$ cat src/common/phyPkg.sv
`default_nettype none

package phyPkg;

    //////////////////////////////////////////////////////////////////////
    // Bus geometry and DRAM timing
    //////////////////////////////////////////////////////////////////////

    // DQ width, one beat per clk
    localparam int dataWidth = 64;
    // Beats per burst on the DQ bus
    localparam int burstBeats = 4;
    // Read latency, issue to first captured beat
    localparam int tCl = 16;
    // Write latency, issue to timed burst
    localparam int tCwl = 12;
    // Issued commands remembered per direction
    localparam int reqWindowDepth = 8;
    // Whole bursts each beat FIFO can hold
    localparam int fifoBursts = 4;

    // Derived widths
    localparam int beatCntW = $clog2(burstBeats);
    localparam int fifoBeats = fifoBursts * burstBeats;
    localparam int fifoPtrW = $clog2(fifoBeats);
    localparam int fifoFillW = $clog2(fifoBeats + 1);
    localparam int burstCntW = $clog2(fifoBursts + 1);
    localparam int windowPtrW = $clog2(reqWindowDepth);
    // Timed writes may run ahead of stored data, up to a full window
    localparam int timedCntW = $clog2(reqWindowDepth + 1);

    //////////////////////////////////////////////////////////////////////
    // Address and beat types
    //////////////////////////////////////////////////////////////////////

    // Packed DRAM address, 33 bits
    typedef struct packed {
        logic [1:0]  rank;
        logic [3:0]  bank;
        logic [15:0] row;
        logic [9:0]  column;
        logic        autoPrecharge;
    } memAddr_t;

    // Scheduler issue strobe with its address
    typedef struct packed {
        logic     valid;
        memAddr_t addr;
    } cmdIssue_t;

    // Auto-precharge acknowledge toward the rank FSM
    typedef struct packed {
        logic     valid;
        memAddr_t addr;
    } apAck_t;

    // Beat toward the read buffer, tag is the request rank
    typedef struct packed {
        logic [dataWidth-1:0] data;
        logic [1:0]           tag;
        logic                 valid;
        logic                 last;
    } readBeat_t;

    // Beat from the write buffer
    typedef struct packed {
        logic [dataWidth-1:0] data;
        logic                 valid;
        logic                 last;
    } writeBeat_t;

    // DQ drive toward the DRAM, oe replaces the tri-state
    typedef struct packed {
        logic [dataWidth-1:0] data;
        logic                 oe;
    } dqDrive_t;

    // Read capture FSM
    typedef enum logic {capIdle, capBurst} capState_t;

    // Write launch FSM
    typedef enum logic {launchIdle, launchBurst} launchState_t;

endpackage

`default_nettype wire

$ cat src/hdl/requestWindow.sv
`default_nettype none

module requestWindow (
    input  logic              clk,
    input  logic              rst,
    input  phyPkg::cmdIssue_t push,
    input  logic              pop,
    output phyPkg::memAddr_t  headAddr
);
    import phyPkg::*;

    // Address storage, written on issue only
    memAddr_t ring [reqWindowDepth];
    // One valid bit per slot
    logic [reqWindowDepth-1:0] entryValid;
    logic [windowPtrW-1:0] wrPtr;
    logic [windowPtrW-1:0] rdPtr;
    logic popOk;

    // Stray completions with an empty head are ignored
    assign popOk = pop && entryValid[rdPtr];

    always_ff @(posedge clk) begin
        if (push.valid) begin
            ring[wrPtr] <= push.addr;
        end
    end

    //////////////////////////////////////////////////////////////////////
    // Pointers and slot valids
    //////////////////////////////////////////////////////////////////////

    // Depth is a power of two so both pointers wrap on their own
    always_ff @(posedge clk or negedge rst) begin
        if (!rst) begin
            wrPtr <= '0;
            rdPtr <= '0;
            entryValid <= '0;
        end else begin
            if (popOk) begin
                entryValid[rdPtr] <= 1'b0;
                rdPtr <= rdPtr + 1'b1;
            end
            // Push last so a new entry wins a shared slot
            if (push.valid) begin
                entryValid[wrPtr] <= 1'b1;
                wrPtr <= wrPtr + 1'b1;
            end
        end
    end

    // Oldest outstanding request
    assign headAddr = ring[rdPtr];

endmodule

`default_nettype wire

$ cat src/readPath/readCapture.sv
`default_nettype none

module readCapture (
    input  logic                         clk,
    input  logic                         rst,
    input  phyPkg::cmdIssue_t            issue,
    input  logic [phyPkg::dataWidth-1:0] dqIn,
    output phyPkg::readBeat_t            readOut,
    output phyPkg::apAck_t               readAp,
    output logic                         readReady,
    output logic                         readBusy
);
    import phyPkg::*;

    // One bit per issued read in flight, bit tCl-2 starts a capture
    logic [tCl-2:0] latLine;
    capState_t capState;
    logic [beatCntW-1:0] beatCnt;
    logic captureNow;
    logic burstDone;
    memAddr_t headAddr;

    // Tagged beat FIFO toward the read buffer
    readBeat_t fifoMem [fifoBeats];
    logic [fifoPtrW-1:0] fifoWrPtr;
    logic [fifoPtrW-1:0] fifoRdPtr;
    logic [fifoFillW-1:0] fifoFill;
    logic [burstCntW-1:0] burstCnt;
    logic fifoEmit;
    logic outValid;
    readBeat_t outBeat;
    logic apValid;
    memAddr_t apAddr;

    //////////////////////////////////////////////////////////////////////
    // tCL delay line and capture window
    //////////////////////////////////////////////////////////////////////

    always_ff @(posedge clk or negedge rst) begin
        if (!rst) begin
            latLine <= '0;
        end else begin
            latLine <= {latLine[tCl-3:0], issue.valid};
        end
    end

    assign captureNow = (capState == capBurst);
    assign burstDone = captureNow && (beatCnt == beatCntW'(burstBeats - 1));

    // A new start on the last beat restarts the window back to back
    always_ff @(posedge clk or negedge rst) begin
        if (!rst) begin
            capState <= capIdle;
            beatCnt <= '0;
        end else if (latLine[tCl-2]) begin
            capState <= capBurst;
            beatCnt <= '0;
        end else if (burstDone) begin
            capState <= capIdle;
            beatCnt <= '0;
        end else if (captureNow) begin
            beatCnt <= beatCnt + 1'b1;
        end
    end

    // Head entry is the burst being captured
    requestWindow window (
        .clk      (clk),
        .rst      (rst),
        .push     (issue),
        .pop      (burstDone),
        .headAddr (headAddr)
    );

    //////////////////////////////////////////////////////////////////////
    // Beat FIFO, drained every cycle while not empty
    //////////////////////////////////////////////////////////////////////

    assign fifoEmit = (fifoFill != '0);

    always_ff @(posedge clk) begin
        if (captureNow) begin
            fifoMem[fifoWrPtr] <= '{data: dqIn, tag: headAddr.rank, valid: 1'b1,
                                   last: burstDone};
        end
        if (fifoEmit) begin
            outBeat <= fifoMem[fifoRdPtr];
        end
    end

    always_ff @(posedge clk or negedge rst) begin
        if (!rst) begin
            fifoWrPtr <= '0;
            fifoRdPtr <= '0;
            fifoFill <= '0;
            outValid <= 1'b0;
        end else begin
            if (captureNow) begin
                fifoWrPtr <= fifoWrPtr + 1'b1;
            end
            if (fifoEmit) begin
                fifoRdPtr <= fifoRdPtr + 1'b1;
            end
            case ({captureNow, fifoEmit})
                2'b10:   fifoFill <= fifoFill + 1'b1;
                2'b01:   fifoFill <= fifoFill - 1'b1;
                default: fifoFill <= fifoFill;
            endcase
            outValid <= fifoEmit;
        end
    end

    assign readOut = '{data: outBeat.data, tag: outBeat.tag, valid: outValid,
                       last: outValid && outBeat.last};

    // Whole bursts held, in on last capture, out on last emitted beat
    always_ff @(posedge clk or negedge rst) begin
        if (!rst) begin
            burstCnt <= '0;
        end else begin
            case ({burstDone, readOut.last})
                2'b10:   burstCnt <= burstCnt + 1'b1;
                2'b01:   burstCnt <= burstCnt - 1'b1;
                default: burstCnt <= burstCnt;
            endcase
        end
    end

    assign readReady = (burstCnt < burstCntW'(fifoBursts - 1));

    // Acknowledge every burst, rank FSM checks the flag itself
    always_ff @(posedge clk or negedge rst) begin
        if (!rst) begin
            apValid <= 1'b0;
        end else begin
            apValid <= burstDone;
        end
    end

    always_ff @(posedge clk) begin
        if (burstDone) begin
            apAddr <= headAddr;
        end
    end

    assign readAp = '{valid: apValid, addr: apAddr};
    assign readBusy = (|latLine) || captureNow;

endmodule

`default_nettype wire

$ cat src/writePath/writeLaunch.sv
`default_nettype none

module writeLaunch (
    input  logic               clk,
    input  logic               rst,
    input  phyPkg::cmdIssue_t  issue,
    input  phyPkg::writeBeat_t writeIn,
    output phyPkg::dqDrive_t   writeBeatOut,
    output phyPkg::apAck_t     writeAp,
    output logic               writeAck,
    output logic               writeReady,
    output logic               writeBusy
);
    import phyPkg::*;

    // Beat FIFO from the write buffer
    logic [dataWidth-1:0] fifoMem [fifoBeats];
    logic [fifoPtrW-1:0] fifoWrPtr;
    logic [fifoPtrW-1:0] fifoRdPtr;
    // Complete bursts held in the FIFO
    logic [burstCntW-1:0] storedCnt;
    logic burstIn;

    // Top bit of the line marks a write whose tCWL has elapsed
    logic [tCwl-1:0] latLine;
    logic [timedCntW-1:0] timedCnt;
    launchState_t launchState;
    logic [beatCntW-1:0] beatCnt;
    logic launching;
    logic launchDone;
    memAddr_t headAddr;
    logic apValid;
    memAddr_t apAddr;

    //////////////////////////////////////////////////////////////////////
    // Write beat FIFO and stored-burst count
    //////////////////////////////////////////////////////////////////////

    assign burstIn = writeIn.valid && writeIn.last;

    always_ff @(posedge clk) begin
        if (writeIn.valid) begin
            fifoMem[fifoWrPtr] <= writeIn.data;
        end
    end

    always_ff @(posedge clk or negedge rst) begin
        if (!rst) begin
            fifoWrPtr <= '0;
            fifoRdPtr <= '0;
            storedCnt <= '0;
        end else begin
            if (writeIn.valid) begin
                fifoWrPtr <= fifoWrPtr + 1'b1;
            end
            if (launching) begin
                fifoRdPtr <= fifoRdPtr + 1'b1;
            end
            case ({burstIn, launchDone})
                2'b10:   storedCnt <= storedCnt + 1'b1;
                2'b01:   storedCnt <= storedCnt - 1'b1;
                default: storedCnt <= storedCnt;
            endcase
        end
    end

    // Buffer must hold off once three bursts wait here
    assign writeReady = (storedCnt < burstCntW'(fifoBursts - 1));

    //////////////////////////////////////////////////////////////////////
    // tCWL delay line and timed count
    //////////////////////////////////////////////////////////////////////

    always_ff @(posedge clk or negedge rst) begin
        if (!rst) begin
            latLine <= '0;
            timedCnt <= '0;
        end else begin
            latLine <= {latLine[tCwl-2:0], issue.valid};
            case ({latLine[tCwl-1], launchDone})
                2'b10:   timedCnt <= timedCnt + 1'b1;
                2'b01:   timedCnt <= timedCnt - 1'b1;
                default: timedCnt <= timedCnt;
            endcase
        end
    end

    //////////////////////////////////////////////////////////////////////
    // Burst launch
    //////////////////////////////////////////////////////////////////////

    assign launching = (launchState == launchBurst);
    assign launchDone = launching && (beatCnt == beatCntW'(burstBeats - 1));

    // Always back to idle after a burst, so oe drops between bursts
    always_ff @(posedge clk or negedge rst) begin
        if (!rst) begin
            launchState <= launchIdle;
            beatCnt <= '0;
        end else if (launching) begin
            if (launchDone) begin
                launchState <= launchIdle;
            end
            beatCnt <= beatCnt + 1'b1;
        end else if ((timedCnt != '0) && (storedCnt != '0)) begin
            launchState <= launchBurst;
            beatCnt <= '0;
        end
    end

    // Registered one stage later by the bus driver
    assign writeBeatOut = '{data: fifoMem[fifoRdPtr], oe: launching};

    requestWindow window (
        .clk      (clk),
        .rst      (rst),
        .push     (issue),
        .pop      (launchDone),
        .headAddr (headAddr)
    );

    // Lines up with the last beat on the registered DQ bus
    always_ff @(posedge clk or negedge rst) begin
        if (!rst) begin
            apValid <= 1'b0;
        end else begin
            apValid <= launchDone;
        end
    end

    always_ff @(posedge clk) begin
        if (launchDone) begin
            apAddr <= headAddr;
        end
    end

    assign writeAck = apValid;
    assign writeAp = '{valid: apValid, addr: apAddr};
    // Pending timed writes count as busy too
    assign writeBusy = (|latLine) || launching || (timedCnt != '0);

endmodule

`default_nettype wire

$ cat src/hdl/dqBusDriver.sv
`default_nettype none

module dqBusDriver (
    input  logic             clk,
    input  logic             rst,
    input  phyPkg::dqDrive_t writeBeatOut,
    input  logic             readBusy,
    input  logic             writeBusy,
    output phyPkg::dqDrive_t dqOut,
    output logic             modeReady
);
    import phyPkg::*;

    // Registered drive enable
    logic oeQ;
    // Registered drive data
    logic [dataWidth-1:0] dataQ;

    //////////////////////////////////////////////////////////////////////
    // DQ output stage
    //////////////////////////////////////////////////////////////////////

    // Beats launched into a read window never reach the pins
    always_ff @(posedge clk or negedge rst) begin
        if (!rst) begin
            oeQ <= 1'b0;
        end else begin
            oeQ <= writeBeatOut.oe && !readBusy;
        end
    end

    // Data only moves with a launched beat
    always_ff @(posedge clk) begin
        if (writeBeatOut.oe) begin
            dataQ <= writeBeatOut.data;
        end
    end

    // Pins follow the registered stage directly
    assign dqOut = '{data: dataQ, oe: oeQ};

    // Channel can switch direction once nothing is in flight on DQ
    assign modeReady = !(readBusy || writeBusy || oeQ);

endmodule

`default_nettype wire

$ cat src/hdl/phyController.sv
`default_nettype none

module phyController (
    input  logic                         clk,
    input  logic                         rst,
    // Scheduler issue strobes
    input  phyPkg::cmdIssue_t            readIssue,
    input  phyPkg::cmdIssue_t            writeIssue,
    // Write buffer side
    input  phyPkg::writeBeat_t           writeIn,
    output logic                         writeReady,
    output logic                         writeAck,
    // Read buffer side
    output phyPkg::readBeat_t            readOut,
    output logic                         readReady,
    // Auto-precharge acknowledges to the rank FSM
    output phyPkg::apAck_t               readAp,
    output phyPkg::apAck_t               writeAp,
    // DRAM DQ bus, split into in, out and enable
    input  logic [phyPkg::dataWidth-1:0] dqIn,
    output phyPkg::dqDrive_t             dqOut,
    // Channel mode transition
    output logic                         modeReady
);
    import phyPkg::*;

    logic readBusy;
    logic writeBusy;
    dqDrive_t writeBeatOut;

    //////////////////////////////////////////////////////////////////////
    // Read and write paths side by side, bus stage combines them
    //////////////////////////////////////////////////////////////////////

    readCapture readPath (
        .clk       (clk),
        .rst       (rst),
        .issue     (readIssue),
        .dqIn      (dqIn),
        .readOut   (readOut),
        .readAp    (readAp),
        .readReady (readReady),
        .readBusy  (readBusy)
    );

    writeLaunch writePath (
        .clk          (clk),
        .rst          (rst),
        .issue        (writeIssue),
        .writeIn      (writeIn),
        .writeBeatOut (writeBeatOut),
        .writeAp      (writeAp),
        .writeAck     (writeAck),
        .writeReady   (writeReady),
        .writeBusy    (writeBusy)
    );

    dqBusDriver busDriver (
        .clk          (clk),
        .rst          (rst),
        .writeBeatOut (writeBeatOut),
        .readBusy     (readBusy),
        .writeBusy    (writeBusy),
        .dqOut        (dqOut),
        .modeReady    (modeReady)
    );

endmodule

`default_nettype wire

$ cat config.mk
export PLATFORM = sky130hd
export DESIGN_NAME = phyController
export DESIGN_NICKNAME = d
export VERILOG_FILES = /design/src/common/phyPkg.sv /design/src/hdl/requestWindow.sv /design/src/readPath/readCapture.sv /design/src/writePath/writeLaunch.sv /design/src/hdl/dqBusDriver.sv /design/src/hdl/phyController.sv
export SDC_FILE = /design/constraint.sdc
export NUM_CORES = 2
export LEC_CHECK = 0
export ABC_AREA = 1
export ABC_CLOCK_PERIOD_IN_PS = 9800
export BUFFER_PORTS_ARGS = -buffer_cell sky130_fd_sc_hd__buf_2
export CELL_PAD_IN_SITES_DETAIL_PLACEMENT = 1
export CELL_PAD_IN_SITES_GLOBAL_PLACEMENT = 1
export CORE_MARGIN = 1
export CORE_UTILIZATION = 45
export CTS_CLUSTER_SIZE = 10
export DETAILED_ROUTE_END_ITERATION = 10
export GPL_TIMING_DRIVEN = 0
export PLACE_DENSITY_LB_ADDON = 0.15
export SYNTH_ARGS = -nofsm -noshare
export SYNTH_HDL_FRONTEND = slang
export SYNTH_SLANG_ARGS = --single-unit
$ cat constraint.sdc
create_clock -name clk -period 9.8 [get_ports clk]
set_clock_uncertainty 0.1 [all_clocks]
set_input_delay 0.49 -clock clk [delete_from_list [all_inputs] [get_ports clk]]
set_output_delay 0.49 -clock clk [all_outputs]
set_load 0.01 [all_outputs]
Word-level counts from Yosys, hierarchy flattened. Memory sizes are Yosys's and may differ from the RTL's. A register that Yosys moved wholly into a read port is not among the register bits. Cells that the tools add are included.

Register bits: 129. Bits in writable memories: 2624. Bits of input ports: 200. Output and inout port bits: 205. Memories: 4.

$add $sub $neg: 18. Order comparisons: 10. Eq/ne operators: 10. Multiplexer cells: 38. Bitwise operators: 6. Reduce and logical (&&, ||, !) cells: 31.

Memory list: readPath.fifoMem (words 16, width 67, rd ports 1, clocked after memory_dff 1, wr ports 1, line readCapture.sv:24) `readBeat_t fifoMem [fifoBeats];`; writePath.fifoMem (words 16, width 64, rd ports 1, clocked after memory_dff 1, wr ports 1, line writeLaunch.sv:17) `logic [dataWidth-1:0] fifoMem [fifoBeats];`; readPath.window.ring (words 8, width 33, rd ports 1, clocked after memory_dff 0, wr ports 1, line requestWindow.sv:13) `memAddr_t ring [reqWindowDepth];`; writePath.window.ring (words 8, width 33, rd ports 1, clocked after memory_dff 1, wr ports 1, line requestWindow.sv:13).

Operators by type and width (count): $mux 8 (4); $add 4x1->4 const B (5); $mux 1 (19); $add 3x1->3 const B (6); $and 8x8->8 (2); $lt 3x4->1 const B (4); $not 8->8 (2); $or 8x8->8 (2); $reduce_or 15->1 (1); $demux 1 s3 (4); $eq 2x2->1 const B (6); $ge 3x1->1 const B (4); $logic_and 1x1->1 (12); $pmux 3 s2 (2); $reduce_bool 2->1 (6); $reduce_or 12->1 (1); $mux 2 (5); $pmux 5 s2 (1); $eq 2x1->1 const B (4); $pmux 4 s2 (1); $bmux 1 s3 (2); $lt 3x2->1 const B (2); $reduce_bool 3->1 (2); $sub 3x1->3 const B (2); other kinds (8) (14).

Depth between registers and ports, before layout.
Depth in word-level cells: 9. Gate-level depth with buffers: 14.

By module. From an unflattened synthesis, not the netlist that was laid out.

Cell total of the unflattened synthesis: 9868. Area total of the unflattened synthesis: 118112.0 um2.

Modules (own cells, without submodules): readCapture (instances 1, cells each 4642, area each 50985.1 um2, sequential area each 36094.6 um2); writeLaunch (instances 1, cells each 3542, area each 43439.2 um2, sequential area each 32516.2 um2); requestWindow (instances 2, cells each 806, area each 10854.2 um2, sequential area each 8277.9 um2); dqBusDriver (instances 1, cells each 72, area each 1979.4 um2, sequential area each 1946.9 um2).

Worst setup path after synthesis. Ideal clock, no wire load.

Kind: register to register. From: reg writePath.launchState. To: reg writePath.timedCnt[3]. Setup time: 0.116 ns. Arrival time: 4.448 ns. Slack: 5.135 ns. Stages on the path, launching flop included: 15. Cells stage by stage: dfrtp_1 -> clkbuf_1 -> nand2_1 -> inv_1 -> clkbuf_1 -> ha_1 -> ha_1 -> nand2_1 -> inv_1 -> o21ai_0 -> nand2_1 -> nand2_1 -> nand2_1 -> nand2_1 -> nand2_1.

Longest elaborated chain between the ends: 3.

Ends and longest elaborated chain: from (decl) (line writeLaunch.sv:27) `launchState_t launchState;`; from (signal assigned) (line writeLaunch.sv:98) `launchState <= launchIdle;`; from (signal assigned) (line writeLaunch.sv:102) `launchState <= launchIdle;`; from (signal assigned) (line writeLaunch.sv:106) `launchState <= launchBurst;`; $logic_and 1x1->1 * (line writeLaunch.sv:93) `assign launchDone = launching && (beatCnt == beatCntW'(burstBeats - 1));`; named net writePath.launchDone (line writeLaunch.sv:30) `logic launchDone;`; $eq 2x1->1 / $eq 2x2->1 (equally long branches) (line writeLaunch.sv:80) `case ({latLine[tCwl-1], launchDone})`; $pmux 4 s2 / $reduce_bool 2->1 (equally long branches); to (signal assigned) (line writeLaunch.sv:81) `2'b10: timedCnt <= timedCnt + 1'b1;`; to (signal assigned) (line writeLaunch.sv:82) `2'b01: timedCnt <= timedCnt - 1'b1;`; to (signal assigned) (line writeLaunch.sv:83) `default: timedCnt <= timedCnt;`; to (decl) (line writeLaunch.sv:26) `logic [timedCntW-1:0] timedCnt;`.

Mark *: on every way through the listed nets, which the timed path passes. The rest lies on a longest branch. A chain may end at the register's enable or synchronous reset.

Final worst setup path. Ends and elaborated chain as after synthesis.

==> results.tsv <==
stage	metric	value	unit
synth	Post-Syn Area	0.114	sq mm
pwr	pwr dens	322	mW/mm^2
worst_setup_path	Crit. End Element	flip-flop	
synth	dominant synthesized flop cell	edfxtp_1	
cells_and_area	layout cells sized above 1	13.4	%
timing	count of final hold-check violations	0	
routing	drt wl/cell	29.2	microns
clock_network	CTS Buf Count	349	
synth	Yosys cell types	35	
global_routing	vias in the first global route	78600	
clock_network	CTS Buffer Depth	4	
synth	fraction of registers with async set/reset	3.29	%
floorplanning	die area	0.255	sq mm
run_status	status	complete, but fails checks	
pwr	Pleak	0.0462	uW
routing	Vias per Instance	5.82	
timing	Final TNS setup	0	ps
floorplanning	core area	0.251	sq mm
worst_setup_path	Crit Path Class	reg -> reg	
clock_network	# Post-CTS Setup Buffers	0	
clock_network	CTS tree	built	
pwr	P_int	26700	uW
synth	Synth top area share	74.5	%
floorplanning	Starting Density	45.3	%
worst_hold_path	Hold Path Class	in -> reg	
cells_and_area	Layout fillers	24800	
routing	Antenna Nets Post-Route	0	
global_routing	antenna violations before repair	42	
routing	final wirelength	374000	microns
cells_and_area	Nets	9556	
global_routing	first-pass GRT wire length	539000	microns
pwr	Seq pwr share	38.5	%
synth	cells after synthesis	8255	
clock_network	worst skew pair latency	980	ps
floorplanning	chip height	505	microns
timing	final cycle utilization of the critical path	38.1	%
floorplanning	row count	184	
cells_and_area	layout overhead on the synthesized area	18.2	%
synth	yosys warns	0	
place	port buffer count	403	
pwr	worst IR drop on VDD	0.189	mV
clock_network	CTS Root Cell	clkbuf_16	
run_status	violated checks	DRC	
synth	#FFs+latches synth	2917	
worst_setup_path	crit path DAT	4460	ps
synth	dominant cells by area after synthesis	edfxtp_1, o21ai_0, o211ai_1	
global_routing	pin count of the biggest net entering global routing	82	
pwr	Comb power frac	35.2	%
synth	leading area contributor after synthesis	edfxtp_1	
synth	Syn Nets	8484	
clock_network	clock-pin transition on the worst setup and hold timing paths	60	ps
timing	f_max	268	MHz
place	DP Wirelength	248000	microns
pwr	Psw	16600	uW
pwr	Tot Pwr	43300	uW
clock_network	Sink Count	2917	
timing	Final setup viols	0	
floorplanning	die width	505	microns
pwr	part of the power in the clock network	26.3	%
routing	via count	74700	
synth	post-synthesis average cell area	13.8	sq um
worst_setup_path	WP data required	10530	ps
clock_network	CTS H-Tree Depth	5	
routing	DR pass1 iterations	8	
routing	drc violations	86	
global_routing	GRT Total Usage	29.1	%
pwr	Switching Fraction	38.3	%
synth	EDFF count, synth	2821	
timing	Tmin final	3740	ps
routing	Post-Route M1 WL	150000	microns
worst_setup_path	CP Max Fanout	23	
timing	RSZ-0062 raised after global routing	no	
global_routing	global route total overflow	0	
timing	Slew @ Worst Pin	1430	ps
run	Max-Cap Viols	0	
synth	sequential share of the synthesized area	76.6	%
place	Placer Congestion	0.804	
synth	top-count cell post-synth	edfxtp_1	
timing	Slew Limit Fails	0	
routing	routed length on met3	23100	microns
worst_setup_path	CP Launch Type	flip-flop	
routing	initial DRC count	7382	
timing	worst rel slew slack	4.75	%
routing	top layer reached by signal wires	met5	
synth	Post-synth top cells	edfxtp_1, nor2_1, o21ai_0	
floorplanning	number of top-level pins	405	
routing	routed wl met2	188000	microns
==> sequential cells by signal (all words and copies together) (netlist names), 4 cells and up <==
| signal | count |
|---|---|
| readPath.readOut | 66 |
| readPath.fifoRdPtr | 4 |
| readPath.window.entryValid | 8 |
| writePath.latLine | 12 |
| busDriver.dataQ | 64 |
| readPath.readAp | 33 |
| writePath.writeAp | 33 |
| readPath.window.ring | 264 |
| writePath.window.entryValid | 8 |
| writePath.timedCnt | 4 |
| writePath.fifoWrPtr | 4 |
| writePath.fifoMem | 1024 |
| readPath.fifoMem | 1072 |
| readPath.fifoWrPtr | 4 |
| writePath.fifoRdPtr | 4 |
| writePath.window.ring | 264 |
| readPath.fifoFill | 5 |
| readPath.latLine | 15 |
==> through the flow <==
step	setup WS [ps]	util [%]	cells	area, sq um	hold WS (ps)
floorplan	5140	-	8255	114000	94.4
global placement	1470	47.7	12000	120000	261
detailed placement	6040	48.9	12100	123000	263
CTS	6010	53.5	12800	134000	172
global route	5770	53.5	12800	134000	227
finish	6060	53.5	12800	134000	226
==> final cells by class <==
cell class	count	area [sq um]	area share (%)
plain buffers	597	3080	2.29
inverters	473	1780	1.32
diodes	17	42.5	0.0316
flip-flops and latches	2917	87100	64.8
clock buffers	464	9300	6.92
clock inverters	23	191	0.142
well taps	3348	4190	3.12
repair buffers	721	6550	4.87
multi-input cells	4268	22200	16.5
==> what timing repair did <==
action	4_1_cts	5_1_grt
gates resized for setup	0	0
hold buffers	201	0
endpoints found under the hold margin	2685	0
==> metal layers <==
metal	vias to the layer above	track usage, %
met3	692	4.52
met5	-	0
li1	32400	-
met1	38900	37.1
met2	2698	50.2
met4	32	10.1
==> worst paths after layout <==
check | startpoint | endpoint | slack [ps] | depth (start not counted)
min in group asynchronous | rst | readPath.fifoRdPtr[3]$_DFFE_PN0N_ | 570 | 4
max in group asynchronous | rst | writePath.fifoRdPtr[2]$_DFFE_PN0P_ | 8500 | 4
min reg2reg | readPath.latLine[13]$_DFF_PN0_ | readPath.latLine[14]$_DFF_PN0_ | 260 | 0
min | readIssue[16] | readPath.window.ring[7][16]$_DFFE_PP_ | 230 | 2
max | writePath.launchState$_DFF_PN0_ | writePath.timedCnt[3]$_DFFE_PN0P_ | 6060 | 14
max reg2reg | writePath.launchState$_DFF_PN0_ | writePath.timedCnt[3]$_DFFE_PN0P_ | 6060 | 14
==> power by group through the flow <==
stage | Sequential, uW | Clock [uW] | Combinational, uW
final | 16700 | 11400 | 15300
after global routing | 16800 | 12000 | 16200
after CTS | 16700 | 11500 | 15300
after detailed placement | 16900 | 0 | 15100
after global placement | 17200 | 0 | 14000
after floorplan | 17000 | 0 | 7720
==> worst max-delay path, stage by stage, from the launching register on <==
cell	delay [ps]
dfrtp_4	530
clkbuf_1	720
nand2_1	130
inv_1	260
clkbuf_2	660
ha_1	380
ha_1	270
nand2_1	70
inv_1	40
o21ai_0	190
nand2_1	80
nand2_1	60
nand2_1	40
nand2_1	50
nand2_1	40
==> cell usage in the layout (no fill, tap or decap), types with 313 or more instances in the layout <==
master	instances
nor2_1	1201
buf_2	556
inv_1	460
nand3_1	313
edfxtp_1	2821
clkbuf_16	353
o21ai_0	1109
clkbuf_1	381
o211ai_1	632
nand2_1	395
==> cells by family (layout without fill, tap and decap cells) <==
group	after synthesis	in the layout	share of synthesized area [%]
AO/OA/AOI/OAI	2239	2239	11.7
XOR/XNOR	26	26	0.200
adder cells (fa/ha/maj)	29	29	0.345
buffers and inverters	1070	2278	4.26
flip-flops	2917	2917	76.6
other	0	17	0
AND/OR/NAND/NOR	1974	1974	6.89
Note: power is estimated with default switching activity, not from simulation.
